===== src/logic/axi_sram_pkg.sv =====
/*
 * Shared widths, burst encodings and the beat address rule for the AXI4 SRAM slave.
 * Both burst engines import this package and compute beat addresses through it.
 */
package axi_sram_pkg;

  // bus and memory geometry
  localparam int ADDR_W       = 16;
  localparam int DATA_W       = 32;
  localparam int STRB_W       = DATA_W / 8;
  localparam int ID_W         = 4;
  localparam int LEN_W        = 8;
  localparam int MEM_WORDS    = 1024;
  localparam int MEM_AW       = $clog2(MEM_WORDS);
  localparam int LOG_NR_BYTES = $clog2(STRB_W);

  // AXI burst type field
  typedef enum logic [1:0] {
    FIXED = 2'b00,
    INCR  = 2'b01,
    WRAP  = 2'b10
  } axi_burst_e;

  // only OKAY is ever returned
  localparam logic [1:0] RESP_OKAY = 2'b00;

  // byte address of beat idx within a burst
  // WRAP assumes len+1 of 2, 4, 8 or 16
  function automatic logic [ADDR_W-1:0] beat_addr(
    input logic [ADDR_W-1:0] start,
    input logic [LEN_W-1:0]  len,
    input axi_burst_e        burst,
    input logic [LEN_W-1:0]  idx
  );
    logic [ADDR_W-1:0] aligned;
    logic [ADDR_W-1:0] wrap_size;
    logic [ADDR_W-1:0] wrap_low;
    logic [ADDR_W-1:0] next;
    aligned   = {start[ADDR_W-1:LOG_NR_BYTES], {LOG_NR_BYTES{1'b0}}};
    wrap_size = (ADDR_W'(len) + 1'b1) << LOG_NR_BYTES;
    wrap_low  = aligned & ~(wrap_size - 1'b1);
    next      = aligned + (ADDR_W'(idx) << LOG_NR_BYTES);
    case (burst)
      FIXED:   return start;
      // one subtraction is enough since idx never exceeds len
      WRAP:    return (next >= wrap_low + wrap_size) ? next - wrap_size : next;
      default: return next;
    endcase
  endfunction

endpackage


===== src/logic/mem_port_if.sv =====
/*
 * One SRAM access port between a burst engine and the memory port arbiter.
 * The engine holds req and its fields until gnt, read data follows one cycle later.
 */
`timescale 1ns/1ps

interface mem_port_if import axi_sram_pkg::*; ();

  // request side, driven by the engine
  logic              req;
  logic              we;
  logic [MEM_AW-1:0] addr;
  logic [STRB_W-1:0] be;
  logic [DATA_W-1:0] wdata;

  // answer side, driven by the arbiter
  logic              gnt;
  logic [DATA_W-1:0] rdata;

  modport engine  (output req, we, addr, be, wdata, input gnt, rdata);
  modport arbiter (input req, we, addr, be, wdata, output gnt, rdata);

endinterface


===== src/logic/axi_rd_engine.sv =====
/*
 * AXI4 read engine. Accepts one AR burst at a time, fetches one SRAM word per beat
 * and returns it on R, holding R stable while the master applies back-pressure.
 */
`timescale 1ns/1ps

module axi_rd_engine import axi_sram_pkg::*; (
  input  logic              clk_i,
  input  logic              rst_ni,
  // read address channel
  input  logic [ID_W-1:0]   ar_id_i,
  input  logic [ADDR_W-1:0] ar_addr_i,
  input  logic [LEN_W-1:0]  ar_len_i,
  input  logic [1:0]        ar_burst_i,
  input  logic              ar_valid_i,
  output logic              ar_ready_o,
  // read data channel
  output logic [ID_W-1:0]   r_id_o,
  output logic [DATA_W-1:0] r_data_o,
  output logic [1:0]        r_resp_o,
  output logic              r_last_o,
  output logic              r_valid_o,
  input  logic              r_ready_i,
  // SRAM access port
  mem_port_if.engine        mem
);

  typedef enum logic [1:0] {
    IDLE,
    FETCH,
    RESP
  } rd_state_e;

  rd_state_e         state_q;
  logic [LEN_W-1:0]  cnt_q;
  // high in the cycle the granted word arrives
  logic              capture_q;
  logic [ID_W-1:0]   id_q;
  logic [ADDR_W-1:0] addr_q;
  logic [LEN_W-1:0]  len_q;
  axi_burst_e        burst_q;
  logic [DATA_W-1:0] r_data_q;
  logic [ADDR_W-1:0] cur_addr;
  logic              ar_hs;

  // accept a new burst only while idle
  assign ar_ready_o = (state_q == IDLE) && ar_valid_i;
  assign ar_hs      = ar_ready_o;

  ////////////////////////////////////////////////////////////////////
  // memory request
  ////////////////////////////////////////////////////////////////////

  assign cur_addr  = beat_addr(addr_q, len_q, burst_q, cnt_q);
  assign mem.req   = (state_q == FETCH);
  assign mem.we    = 1'b0;
  assign mem.addr  = cur_addr[LOG_NR_BYTES +: MEM_AW];
  assign mem.be    = '0;
  assign mem.wdata = '0;

  ////////////////////////////////////////////////////////////////////
  // read response
  ////////////////////////////////////////////////////////////////////

  // fresh word goes straight out, later cycles replay the held copy
  assign r_data_o  = capture_q ? mem.rdata : r_data_q;
  assign r_valid_o = (state_q == RESP);
  assign r_last_o  = (state_q == RESP) && (cnt_q == len_q);
  assign r_id_o    = id_q;
  assign r_resp_o  = RESP_OKAY;

  always_ff @(posedge clk_i or negedge rst_ni) begin
    if (!rst_ni) begin
      state_q   <= IDLE;
      cnt_q     <= '0;
      capture_q <= 1'b0;
    end else begin
      capture_q <= (state_q == FETCH) && mem.gnt;
      case (state_q)
        IDLE: begin
          if (ar_hs) begin
            cnt_q   <= '0;
            state_q <= FETCH;
          end
        end
        FETCH: begin
          // data shows up the cycle after the grant
          if (mem.gnt) state_q <= RESP;
        end
        RESP: begin
          if (r_ready_i) begin
            if (r_last_o) begin
              state_q <= IDLE;
            end else begin
              cnt_q   <= cnt_q + 1'b1;
              state_q <= FETCH;
            end
          end
        end
        default: state_q <= IDLE;
      endcase
    end
  end

  // burst attributes and held read word
  always_ff @(posedge clk_i) begin
    if (ar_hs) begin
      id_q    <= ar_id_i;
      addr_q  <= ar_addr_i;
      len_q   <= ar_len_i;
      burst_q <= axi_burst_e'(ar_burst_i);
    end
    if (capture_q) r_data_q <= mem.rdata;
  end

endmodule


===== src/flat_wrapper.sv =====
// flat-port wrapper written by rule: the top's interface ports become plain ports
module axi_rd_engine_flat import axi_sram_pkg::*;
  (clk_i, rst_ni, ar_id_i, ar_addr_i, ar_len_i, ar_burst_i, ar_valid_i, ar_ready_o, r_id_o, r_data_o, r_resp_o, r_last_o, r_valid_o, r_ready_i, mem_req, mem_we, mem_addr, mem_be, mem_wdata, mem_gnt, mem_rdata);
  mem_port_if mem_i ();
  input  logic clk_i;
  input  logic rst_ni;
  input  logic [ID_W-1:0] ar_id_i;
  input  logic [ADDR_W-1:0] ar_addr_i;
  input  logic [LEN_W-1:0] ar_len_i;
  input  logic [1:0] ar_burst_i;
  input  logic ar_valid_i;
  output logic ar_ready_o;
  output logic [ID_W-1:0] r_id_o;
  output logic [DATA_W-1:0] r_data_o;
  output logic [1:0] r_resp_o;
  output logic r_last_o;
  output logic r_valid_o;
  input  logic r_ready_i;
  output wire logic [$bits(mem_i.req)-1:0] mem_req;
  output wire logic [$bits(mem_i.we)-1:0] mem_we;
  output wire logic [$bits(mem_i.addr)-1:0] mem_addr;
  output wire logic [$bits(mem_i.be)-1:0] mem_be;
  output wire logic [$bits(mem_i.wdata)-1:0] mem_wdata;
  input wire logic [$bits(mem_i.gnt)-1:0] mem_gnt;
  input wire logic [$bits(mem_i.rdata)-1:0] mem_rdata;
  assign mem_req = mem_i.req;
  assign mem_we = mem_i.we;
  assign mem_addr = mem_i.addr;
  assign mem_be = mem_i.be;
  assign mem_wdata = mem_i.wdata;
  assign mem_i.gnt = mem_gnt;
  assign mem_i.rdata = mem_rdata;
  axi_rd_engine u_core (.clk_i(clk_i), .rst_ni(rst_ni), .ar_id_i(ar_id_i), .ar_addr_i(ar_addr_i), .ar_len_i(ar_len_i), .ar_burst_i(ar_burst_i), .ar_valid_i(ar_valid_i), .ar_ready_o(ar_ready_o), .r_id_o(r_id_o), .r_data_o(r_data_o), .r_resp_o(r_resp_o), .r_last_o(r_last_o), .r_valid_o(r_valid_o), .r_ready_i(r_ready_i), .mem(mem_i));
endmodule

===== config.mk =====
export PLATFORM = sky130hd
export DESIGN_NAME = axi_rd_engine_flat
export DESIGN_NICKNAME = d
export VERILOG_FILES = /design/src/logic/axi_sram_pkg.sv /design/src/logic/mem_port_if.sv /design/src/logic/axi_rd_engine.sv /design/src/flat_wrapper.sv
export SDC_FILE = /design/constraint.sdc
export NUM_CORES = 1
export LEC_CHECK = 0
export BUFFER_PORTS_ARGS = -buffer_cell sky130_fd_sc_hd__buf_2
export CELL_PAD_IN_SITES_DETAIL_PLACEMENT = 1
export CELL_PAD_IN_SITES_GLOBAL_PLACEMENT = 1
export CORE_ASPECT_RATIO = 0.5
export CORE_MARGIN = 1
export CORE_UTILIZATION = 25
export CTS_CLUSTER_DIAMETER = 50
export DETAILED_ROUTE_END_ITERATION = 10
export PLACE_DENSITY_LB_ADDON = 0.1
export SLEW_MARGIN = 10
export SYNTH_ARGS = -nofsm -noshare
export SYNTH_HDL_FRONTEND = slang
export SYNTH_SLANG_ARGS = --single-unit

===== constraint.sdc =====
create_clock -name clk_i -period 5.3 [get_ports clk_i]
set_clock_uncertainty 0.1 [all_clocks]
set_input_delay 1.06 -clock clk_i [delete_from_list [all_inputs] [get_ports clk_i]]
set_output_delay 1.06 -clock clk_i [all_outputs]
set_load 0.01 [all_outputs]

==> results of run 1 <==
==> sequential cells by signal (all words and copies together) (netlist names) <==
| register | cells |
|---|---|
| u_core.addr_q | 14 |
| u_core.len_q | 8 |
| u_core.cnt_q | 8 |
| u_core.burst_q | 2 |
| u_core.state_q | 2 |
| u_core.r_data_q | 32 |
| u_core.capture_q | 1 |
| u_core.r_id_o | 4 |
==> cells in the mapped netlist, types with 3 or more instances <==
cell type	instances	area, um^2
a211oi_1	3	22.5
a21o_1	9	67.6
a21oi_1	24	120
a221oi_1	3	26.3
a22oi_1	3	22.5
a31oi_1	6	37.5
and2_1	7	43.8
and3_1	12	75.1
buf_1	3	11.3
buf_4	41	308
clkbuf_1	7	26.3
dfrtp_1	11	275
dfxtp_1	32	641
edfxtp_1	28	841
ha_1	34	425
inv_1	20	75.1
mux2_2	33	372
mux2i_1	3	30.0
nand2_1	28	105
nand2b_1	4	25.0
nand3_1	15	75.1
nand3_2	4	40.0
nand4_1	4	25.0
nor2_1	32	120
nor2b_1	7	43.8
nor3_1	5	25.0
o21ai_0	16	80.1
o21bai_1	8	60.1
o22ai_1	9	56.3
or3_1	3	18.8
xnor2_1	28	245
xor2_1	15	131
==> metal layers <==
layer | global-route usage | share of wire
met1 | 0.201 | 0.51
met2 | 0.233 | 0.43
met5 | 0 | 0.00066
met3 | 0.0433 | 0.054
met4 | 0.0353 | 0.0080
==> worst min path at each step <==
stage / startpoint / to / slack [ns] / cells after the start
after floorplan: u_core.r_data_q[0] / u_core.r_data_q[0] / 0.39 / 1
after global placement: u_core.r_data_q[30] / u_core.r_data_q[30] / 0.35 / 1
after detailed placement: u_core.r_data_q[27] / u_core.r_data_q[27] / 0.36 / 1
after CTS: u_core.r_data_q[22] / u_core.r_data_q[22] / 0.38 / 1
after global routing: u_core.r_data_q[0] / u_core.r_data_q[0] / 0.39 / 1
final: u_core.r_data_q[27] / u_core.r_data_q[27] / 0.37 / 1
==> final cells by class <==
class / instances / area (um^2)
fillers: 2291 / 12500
multi-input cells: 407 / 3430
flip-flops and latches: 71 / 1760
repair buffers: 202 / 1280
well taps: 266 / 333
clock buffers: 11 / 264
inverters: 21 / 78.8
clock inverters: 5 / 61.3
==> critical path: stages (launching register included) <==
cell      delay [ns]
edfxtp_1        0.52
ha_4            0.25
or4b_4          0.50
o31ai_4         0.09
nor2b_2         0.08
o211ai_2        0.25
a221oi_2        0.12
a211oi_4        0.28
o32ai_4         0.13
o21bai_1        0.24
mux2_4          0.34
ha_4            0.22
a21o_1          0.17
a21o_1          0.16
a221oi_2        0.28
o21ai_2         0.16
o31a_1          0.33
o311ai_2        0.09
xor2_1          0.18
buf_2           0.16
==> timing repair <==
item                                   in CTS  in global routing
endpoints found under the hold margin       0                  0
pin swaps                                  18                 29
hold buffers                                0                  0
gates resized for setup                    21                 44
buffers inserted                            6                  6
setup endpoints to repair                  10                 10
==> report_power, final <==
group | total [mW] | switching (mW) | internal, mW | leakage (nW)
registers | 0.890 | 0.113 | 0.777 | 0.680
clock network | 0.675 | 0.265 | 0.410 | 0.162
logic | 2.02 | 1.04 | 0.980 | 2.39
total | 3.59 | 1.42 | 2.17 | 3.23
==> stage by stage <==
stage | setup WS [ns] | TNS, ns | instance area, um^2 | utilization
2_1_floorplan | -0.111 | -0.166 | 5300 | -
3_3_place_gp | -0.491 | -4.38 | 6410 | 0.326
3_5_place_dp | -0.559 | -5.11 | 6410 | 0.326
4_1_cts | -0.807 | -7.74 | 6910 | 0.351
5_1_grt | -0.985 | -9.16 | 7210 | 0.366
6_report | -0.746 | -6.93 | 7210 | 0.366
==> cell families after synthesis <==
| kind of cell | synth area share |
|---|---|
| simple gates | 0.138 |
| compound gates | 0.160 |
| buf+inv | 0.0887 |
| flops | 0.345 |
| xor+xnor | 0.0890 |
| fa+ha+maj | 0.0954 |
| mux | 0.0833 |
| other cells | 0.000737 |
==> results.env, run 1 <==
SYNTH.FF_LATCH_COUNT=71
DRV_CAP=0
FINAL-MAX-SLEW-VIOLATION-COUNT=0
TIMING.CRITICAL_PATH.FANOUT_MAX=5
POWER_PER_CELL_AREA_nW_PER_UM2=498
RR_ENDPOINT='u_core.cnt_q[7]'
GRT_START_MAX_NET_PINS=35
GP_ROUTABILITY_CONGESTION=0.782
FAILED_CHECKS='negative setup slack'
STD_CELL_ROWS=36
INITIAL_CORE_UTIL=0.259
POWER.TOTAL_mW=3.59
SYNTH-EDFF-COUNT=28
SETUP_REPAIR_AFTER_GLOBAL_ROUTING_MISSED_ITS_MARGIN='true'
TIGHTESTPINTRANSITION_NS=0.665
R2R_START='u_core.len_q[0]'
MAPPED_AREA_UM2=5090
CTS_TREE='built'
TIMING.FINAL.CRIT_PERIOD_NS=6.05
RUN_STATUS='finished with violations'
GRT_FIRST_PASS_WIRELENGTH_UM=24000
FMAXACHIEVABLE_MHz=165
YS.WARNINGS.COUNT=0
PORT_BUFFERS=114
CLK_PIN_SLEW_NS=0.06
POST-ROUTE-DRC-COUNT=0
TIMING.CRITICAL_PATH.FROM_TYPE='register'
NETLIST-CELL-TYPE-COUNT=74
CORE_AREA_UM2=19700
CLOCK_TREE.HTREE_LEVEL_COUNT=3
TIMING.CRITICAL_PATH.TO='mem_addr[9]'
CHIPWIDTH_UM=204
DRTANTENNAVIOLNETS=0
AVGVIACOUNTPERCELL=4.48
CP.ARRIVAL_NS=4.89
ANTENNA_CELLS=0
DIE_HEIGHT_UM=103
DPL.HPWL_UM=12000
CTS_BUFFERS=9
FIN_WORST_HOLD_SLACK_NS=0.371
IR_DROP_mV=0.214
YOSYS_MOST_USED_DFF='dfxtp_1'
GROUTE.USAGE.OVERALL=0.148
CLASS_OF_THE_TIGHTEST_HOLD_OR_REMOVAL_CHECK='register to register'
DRT_PRE_ANTENNA_ITERS=4
MAX_SLEW_MARGIN=0.556
DRT_ITER0_DRC=61
CRITICAL_PATH_REQUIRED_NS=4.14
SYNTH.AVG_CELL_AREA_UM2=9.88
CRIT_START='u_core.len_q[0]'
NUMBER_OF_ENDPOINTS_FAILING_SETUP_AT_THE_FINAL_STAGE=10
POWER.LEAKAGE_nW=3.23
VIAS=4400
FIRST_GLOBAL_VIAS=4527
FINAL_CELL_MIX='114 x buf_2, 80 x buf_4, 39 x conb_1, 33 x mux2_2, 32 x dfxtp_1'
SETUP.WORST_PATH.CLASS='register to output port'
ASR_FLOP_RATIO_SYNTH=0.155
FINALNONFILLERCELLS=983
FINAL_NETS=815
TRITONCTS_NUM_SINKS=71
LAYOUT-DRIVE-GT1-SHARE=0.450
CLOCK_TREE.ROOT_CELL='clkbuf_16'
OVERFLOW=0
AREA_GROWTH_PCT=41.6
R2R_SLACK_NS=2.64
NUMBER_OF_ANTENNA_VIOLATIONS_AT_THE_FIRST_CHECK_IN_GLOBAL_ROUTING=2
SETUP_WS_NS=-0.746
DP.CELLS=955
FINALWIRELENGTH_UM=15100
SEQUENTIAL_AREA_SHARE_AFTER_SYNTHESIS=0.345
INSERTION_DELAY_NS=0.35
IO_PINS=156
AVGROUTEDWIREPERCELL_UM=15.3
FP.DIEAREA_UM2=21000
CTS.PATH.MAX_BUFFERS=2
FIN_CRIT_SH=1.14
WORSTREGTOREGCELLS=10
TYPE_OF_ELEMENT_CAPTURING_THE_CRITICAL_PATH='output port'
LAYOUT_COMMONEST_CELL='buf_2'
SYNTH_CELLS=515
HOLD_VIOL_FINAL=0
Power figures use the tool's default switching activity.
==> inputs of run 2 (changes only) <==
--- a/config.mk
+++ b/config.mk
@@ -14,6 +14,8 @@
 export CTS_CLUSTER_DIAMETER = 50
 export DETAILED_ROUTE_END_ITERATION = 10
 export PLACE_DENSITY_LB_ADDON = 0.1
+export RECOVER_POWER = 100
+export SKIP_CTS_REPAIR_TIMING = 1
 export SLEW_MARGIN = 10
 export SYNTH_ARGS = -nofsm -noshare
 export SYNTH_HDL_FRONTEND = slang
==> results.env, run 2 (same netlist as run 1, synthesis figures left out) <==
PRE_CTS_SLACK_NS=-0.559
CLOCK_TREE.HTREE_LEVEL_COUNT=3
TYPE_OF_ELEMENT_CAPTURING_THE_CRITICAL_PATH='output port'
TRITONCTS_NUM_SINKS=71
LAYOUT_COMMONEST_CELL='buf_4'
HOLD_VIOL_FINAL=0
AVGROUTEDWIREPERCELL_UM=15.3
CTS.PATH.MAX_BUFFERS=2
DRV_CAP=2
FMAXACHIEVABLE_MHz=166
NUMBER_OF_ENDPOINTS_FAILING_SETUP_AT_THE_FINAL_STAGE=10
LAYOUT-DRIVE-GT1-SHARE=0.358
CLK_PIN_SLEW_NS=0.06
CRITPATHMAXSTAGEDELAY_NS=0.50
CTS_TREE='built'
FIRST_GLOBAL_VIAS=4505
CP.ARRIVAL_NS=4.87
TIMING.CRITICAL_PATH.FANOUT_MAX=8
LAYOUT_TOP_REGISTERS='u_core.r_data_q (32), u_core.addr_q (14)'
FP.DIEAREA_UM2=21000
OVERFLOW=0
POWER.LEAKAGE_nW=3.06
GRT_FIRST_PASS_WIRELENGTH_UM=23900
REGAREA_UM2=1760
NUM-FILL-CELLS=2298
DRT_PRE_ANTENNA_ITERS=4
REGMOSTFLOPS='u_core.r_data_q'
PLACEDINSTANCEAREA_UM2=6410
TIMING.FINAL.CRIT_PERIOD_NS=6.03
DIE_HEIGHT_UM=103
AREA_OF_THE_MULTI_INPUT_GATES_UM2=3350
CLASS_OF_THE_TIGHTEST_HOLD_OR_REMOVAL_CHECK='register to register'
FINAL_NETS=810
CHIPWIDTH_UM=204
RUN_STATUS='finished with violations'
AREA_GROWTH_PCT=37.6
FIN_WORST_HOLD_SLACK_NS=0.358
INSERTION_DELAY_NS=0.35
POWER_PER_CELL_AREA_nW_PER_UM2=488
TIGHTESTPINTRANSITION_NS=2.06
ANTENNA_CELLS=0
STD_CELL_ROWS=36
GRT_START_MAX_NET_PINS=35
GP_ROUTABILITY_CONGESTION=0.782
FINALWIRELENGTH_UM=15000
TIMING.CRITICAL_PATH.FROM_TYPE='register'
DRTANTENNAVIOLNETS=0
FINALINSTANCEAREA_UM2=7000
SETUP_WS_NS=-0.731
LARGEST_REG_FLOPS=32
CRITICAL_PATH_REQUIRED_NS=4.14
DRT_ITER0_DRC=62
MAX_SLEW_MARGIN=-0.372
SETUP_REPAIR_AFTER_GLOBAL_ROUTING_MISSED_ITS_MARGIN='true'
FINAL_CELL_MIX='77 x buf_4, 70 x buf_2, 46 x clkbuf_1, 39 x conb_1'
TIMING.CRITICAL_PATH.CELLS='buf_6 > ha_4 > or4b_4 > o31ai_4 > and4_4 > nand3_4 > o21ai_4 > nor3_2 > o32ai_2 > o21bai_1 > mux2_4 > ha_4 > a21o_1 > a21o_1 > a221oi_4 > o21ai_4 > buf_12 > buf_4 > a31oi_1 > o22a_1 > buf_2'
FIN_CRIT_SH=1.14
FAILED_CHECKS='max-capacitance violations, max-slew violations, negative setup slack'
VIAS=4382
POST-ROUTE-DRC-COUNT=0
IO_PINS=156
AVGVIACOUNTPERCELL=4.48
FINAL-MAX-SLEW-VIOLATION-COUNT=68
DPL.HPWL_UM=12000
SETUP.WORST_PATH.CLASS='register to output port'
FINALNONFILLERCELLS=978
NUMBER_OF_ANTENNA_VIOLATIONS_AT_THE_FIRST_CHECK_IN_GLOBAL_ROUTING=2
CORE_AREA_UM2=19700
PORT_BUFFERS=114
GROUTE.USAGE.OVERALL=0.148
DP.CELLS=955
CTS_BUFFERS=9
CLOCK_TREE.ROOT_CELL='clkbuf_16'
CRITICAL-PATH-SLOWEST-CELL='or4b_4'
FINAL.SETUP.TNS_NS=-7.00
IR_DROP_mV=0.203
INITIAL_CORE_UTIL=0.259
## run 2: power by group
group	leakage [nW]	switching, mW	internal [mW]
combinational	2.22	0.992	0.863
clock	0.162	0.263	0.410
sequential	0.680	0.109	0.781
## run 2: final timing paths
kind / from / endpoint / slack (ns) / cells after the start
setup / recovery: u_core.len_q[0] / mem_addr[1] / -0.73 / 21
hold / removal: u_core.r_data_q[19] / u_core.r_data_q[19] / 0.36 / 1
setup reg to reg: u_core.state_q[1] / u_core.addr_q[13] / 1.96 / 2
hold reg to reg: u_core.r_data_q[19] / u_core.r_data_q[19] / 0.36 / 1
max in group asynchronous: rst_ni / u_core.cnt_q[5] / 4.05 / 1
min in group asynchronous: rst_ni / u_core.state_q[1] / 0.60 / 1
## run 2: routing by layer
metal | vias to the layer above | wire (um) | GRT usage
li1 | 2169 | - | -
met1 | 2099 | 7570 | 0.201
met2 | 103 | 6430 | 0.231
met3 | 11 | 818 | 0.0433
met4 | 0 | 144 | 0.0353
met5 | - | 0 | 0
## run 2: stage by stage
| step | power, mW | util |
|---|---|---|
| floorplan | 2.05 | - |
| global placement | 2.68 | 0.326 |
| detailed placement | 2.70 | 0.326 |
| CTS | 3.41 | 0.342 |
| global route | 3.71 | 0.356 |
| finish | 3.42 | 0.356 |
## run 2: critical path: cells and delay by family, from the launching register on
kind                       cells  cell delay (ns)
AOI/OAI and AO/OA             10             1.76
adders and majority gates      2             0.39
buffers and inverters          4             0.59
DFF                            1             0.47
muxes                          1             0.33
and+or+nand+nor                4             0.98
## run 2: area by class of cell
cell class	instances	area share
Clock buffer	11	0.0377
Multi-Input combinational cell	407	0.479
Timing Repair Buffer	197	0.165
Clock inverter	5	0.00875
Inverter	21	0.0113
Tap cell	266	0.0475
Sequential cell	71	0.251
==> inputs of run 3 (changes only) <==
--- a/config.mk
+++ b/config.mk
@@ -11,11 +11,11 @@
 export CORE_ASPECT_RATIO = 0.5
 export CORE_MARGIN = 1
 export CORE_UTILIZATION = 25
-export CTS_CLUSTER_DIAMETER = 50
 export DETAILED_ROUTE_END_ITERATION = 10
 export PLACE_DENSITY_LB_ADDON = 0.1
 export RECOVER_POWER = 100
 export SKIP_CTS_REPAIR_TIMING = 1
+export SKIP_LAST_GASP = 1
 export SLEW_MARGIN = 10
 export SYNTH_ARGS = -nofsm -noshare
 export SYNTH_HDL_FRONTEND = slang
==> results.env, run 3 (same netlist as run 1, synthesis figures left out) <==
CTS.PATH.MAX_BUFFERS=2
INSERTION_DELAY_NS=0.35
REGMOSTFLOPS='u_core.r_data_q'
FINAL_CELL_MIX='77 x buf_4, 70 x buf_2, 46 x clkbuf_1, 39 x conb_1'
POST-ROUTE-DRC-COUNT=0
CHIPWIDTH_UM=204
CTS_TREE='built'
FINAL_NETS=810
RUN_STATUS='finished with violations'
FINAL-MAX-SLEW-VIOLATION-COUNT=68
REGAREA_UM2=1760
TIMING.CRITICAL_PATH.FANOUT_MAX=8
TIGHTESTPINTRANSITION_NS=2.06
SETUP_REPAIR_AFTER_GLOBAL_ROUTING_MISSED_ITS_MARGIN='true'
NUMBER_OF_ENDPOINTS_FAILING_SETUP_AT_THE_FINAL_STAGE=10
PLACEDINSTANCEAREA_UM2=6410
FINAL.SETUP.TNS_NS=-7.01
INTERNAL_PORTION_OF_TOTAL_POWER_mW=2.05
CLOCK_TREE.HTREE_LEVEL_COUNT=3
CTS_BUFFERS=9
AVGROUTEDWIREPERCELL_UM=15.3
DRT_ITER0_DRC=62
FIN_CRIT_SH=1.14
PORT_BUFFERS=114
SEQ_POWER_SHARE=0.260
POWER.LEAKAGE_nW=3.06
STD_CELL_ROWS=36
POWER_PER_CELL_AREA_nW_PER_UM2=488
MET2WIRELENGTH_UM=6440
FINALNONFILLERCELLS=978
FP.DIEAREA_UM2=21000
SETUP.WORST_PATH.CLASS='register to output port'
CLASS_OF_THE_TIGHTEST_HOLD_OR_REMOVAL_CHECK='register to register'
AREA_GROWTH_PCT=37.6
DRT_PRE_ANTENNA_ITERS=4
DPL.HPWL_UM=12000
NUMBER_OF_ANTENNA_VIOLATIONS_AT_THE_FIRST_CHECK_IN_GLOBAL_ROUTING=2
OVERFLOW=0
CRITICAL_PATH_REQUIRED_NS=4.14
DRT-MET1-WL_UM=7570
SWSHARE=0.399
ANTENNA_CELLS=0
LARGEST_REG_FLOPS=32
LAYOUT_COMMONEST_CELL='buf_4'
FIRST_GLOBAL_VIAS=4505
GRT_FIRST_PASS_WIRELENGTH_UM=23900
DR_WL_MET3_UM=818
POWER_FRAC_COMB=0.543
MAX_SLEW_MARGIN=-0.372
DRTANTENNAVIOLNETS=0
GROUTE.USAGE.OVERALL=0.148
INITIAL_CORE_UTIL=0.259
SETUP_WS_NS=-0.732
GP_ROUTABILITY_CONGESTION=0.782
CLOCK_TREE.ROOT_CELL='clkbuf_16'
CORE_AREA_UM2=19700
IR_DROP_mV=0.203
TRITONCTS_NUM_SINKS=71
LAYOUT_TOP_REGISTERS='u_core.r_data_q (32), u_core.addr_q (14)'
GRT_START_MAX_NET_PINS=35
FMAXACHIEVABLE_MHz=166
DRV_CAP=2
TYPE_OF_ELEMENT_CAPTURING_THE_CRITICAL_PATH='output port'
IO_PINS=156
VIAS=4380
CP.ARRIVAL_NS=4.87
TOP_SIGNAL_LAYER_USED='met4'
POWER.TOTAL_mW=3.42
FINALWIRELENGTH_UM=15000
DIE_HEIGHT_UM=103
AREA_OF_THE_MULTI_INPUT_GATES_UM2=3350
LAYOUT-DRIVE-GT1-SHARE=0.358
FINALINSTANCEAREA_UM2=7000
TIMING.CRITICAL_PATH.FROM_TYPE='register'
TIMING.FINAL.CRIT_PERIOD_NS=6.03
POWER_SHARE_OF_THE_CLOCK_GROUP=0.197
POWER_SWITCHING_mW=1.36
DP.CELLS=955
HOLD_VIOL_FINAL=0
NUM-FILL-CELLS=2298
CLK_PIN_SLEW_NS=0.06
AVGVIACOUNTPERCELL=4.48
FAILED_CHECKS='max-capacitance violations, max-slew violations, negative setup slack'
## run 3: cell counts in the layout (fill, tap and decap cells not counted)
Identical to the previous run, type by type.
## run 3: layout make-up
class                      instances  share of cell area
timing repair buffer             197               0.165
clock buffer                      11              0.0377
tap                              266              0.0475
multi-input combinational        407               0.479
clock inverter                     5             0.00875
inverter                          21              0.0113
sequential                        71               0.251
## run 3: worst max-delay path, cell delays in order, from the launching register on
cell	delay (ns)
edfxtp_1	0.47
buf_6	0.16
ha_4	0.17
or4b_4	0.50
o31ai_4	0.09
and4_4	0.32
nand3_4	0.09
o21ai_4	0.08
nor3_2	0.07
o32ai_2	0.37
o21bai_1	0.14
mux2_4	0.33
ha_4	0.22
a21o_1	0.17
a21o_1	0.18
a221oi_4	0.32
o21ai_4	0.12
buf_12	0.16
buf_4	0.15
a31oi_1	0.16
o22a_1	0.13
buf_2	0.12
## run 3: per-stage QoR
step / utilization / setup WS [ns] / hold WS (ns)
3_5_place_dp: 0.326 / -0.559 / 0.359
4_1_cts: 0.342 / -0.960 / 0.375
6_report: 0.356 / -0.732 / 0.358
3_3_place_gp: 0.326 / -0.491 / 0.353
5_1_grt: 0.356 / -0.974 / 0.388
2_1_floorplan: - / -0.111 / 0.392
## run 3: per-layer routing
metal	vias up	GRT usage
met2	103	0.231
li1	2169	-
met3	11	0.0433
met1	2097	0.201
met5	-	0
met4	0	0.0353
## run 3: worst paths after layout
kind,start,depth (start not counted),slack (ns),endpoint
min in group asynchronous,rst_ni,1,0.60,u_core.state_q[1]
worst min-delay path,u_core.r_data_q[19],1,0.36,u_core.r_data_q[19]
worst max-delay path,u_core.len_q[0],21,-0.73,mem_addr[1]
worst max register to register,u_core.state_q[1],2,1.96,u_core.addr_q[13]
worst min register to register,u_core.r_data_q[19],1,0.36,u_core.r_data_q[19]
max in group asynchronous,rst_ni,1,4.05,u_core.cnt_q[5]
## run 3: power by group through the flow
| stage | clock (mW) | sequential [mW] | combinational (mW) |
|---|---|---|---|
| after floorplan | 0 | 0.863 | 1.19 |
| after global placement | 0 | 0.896 | 1.78 |
| after detailed placement | 0 | 0.902 | 1.80 |
| after CTS | 0.704 | 0.890 | 1.81 |
| after global routing | 0.724 | 0.919 | 2.07 |
| final | 0.673 | 0.889 | 1.86 |
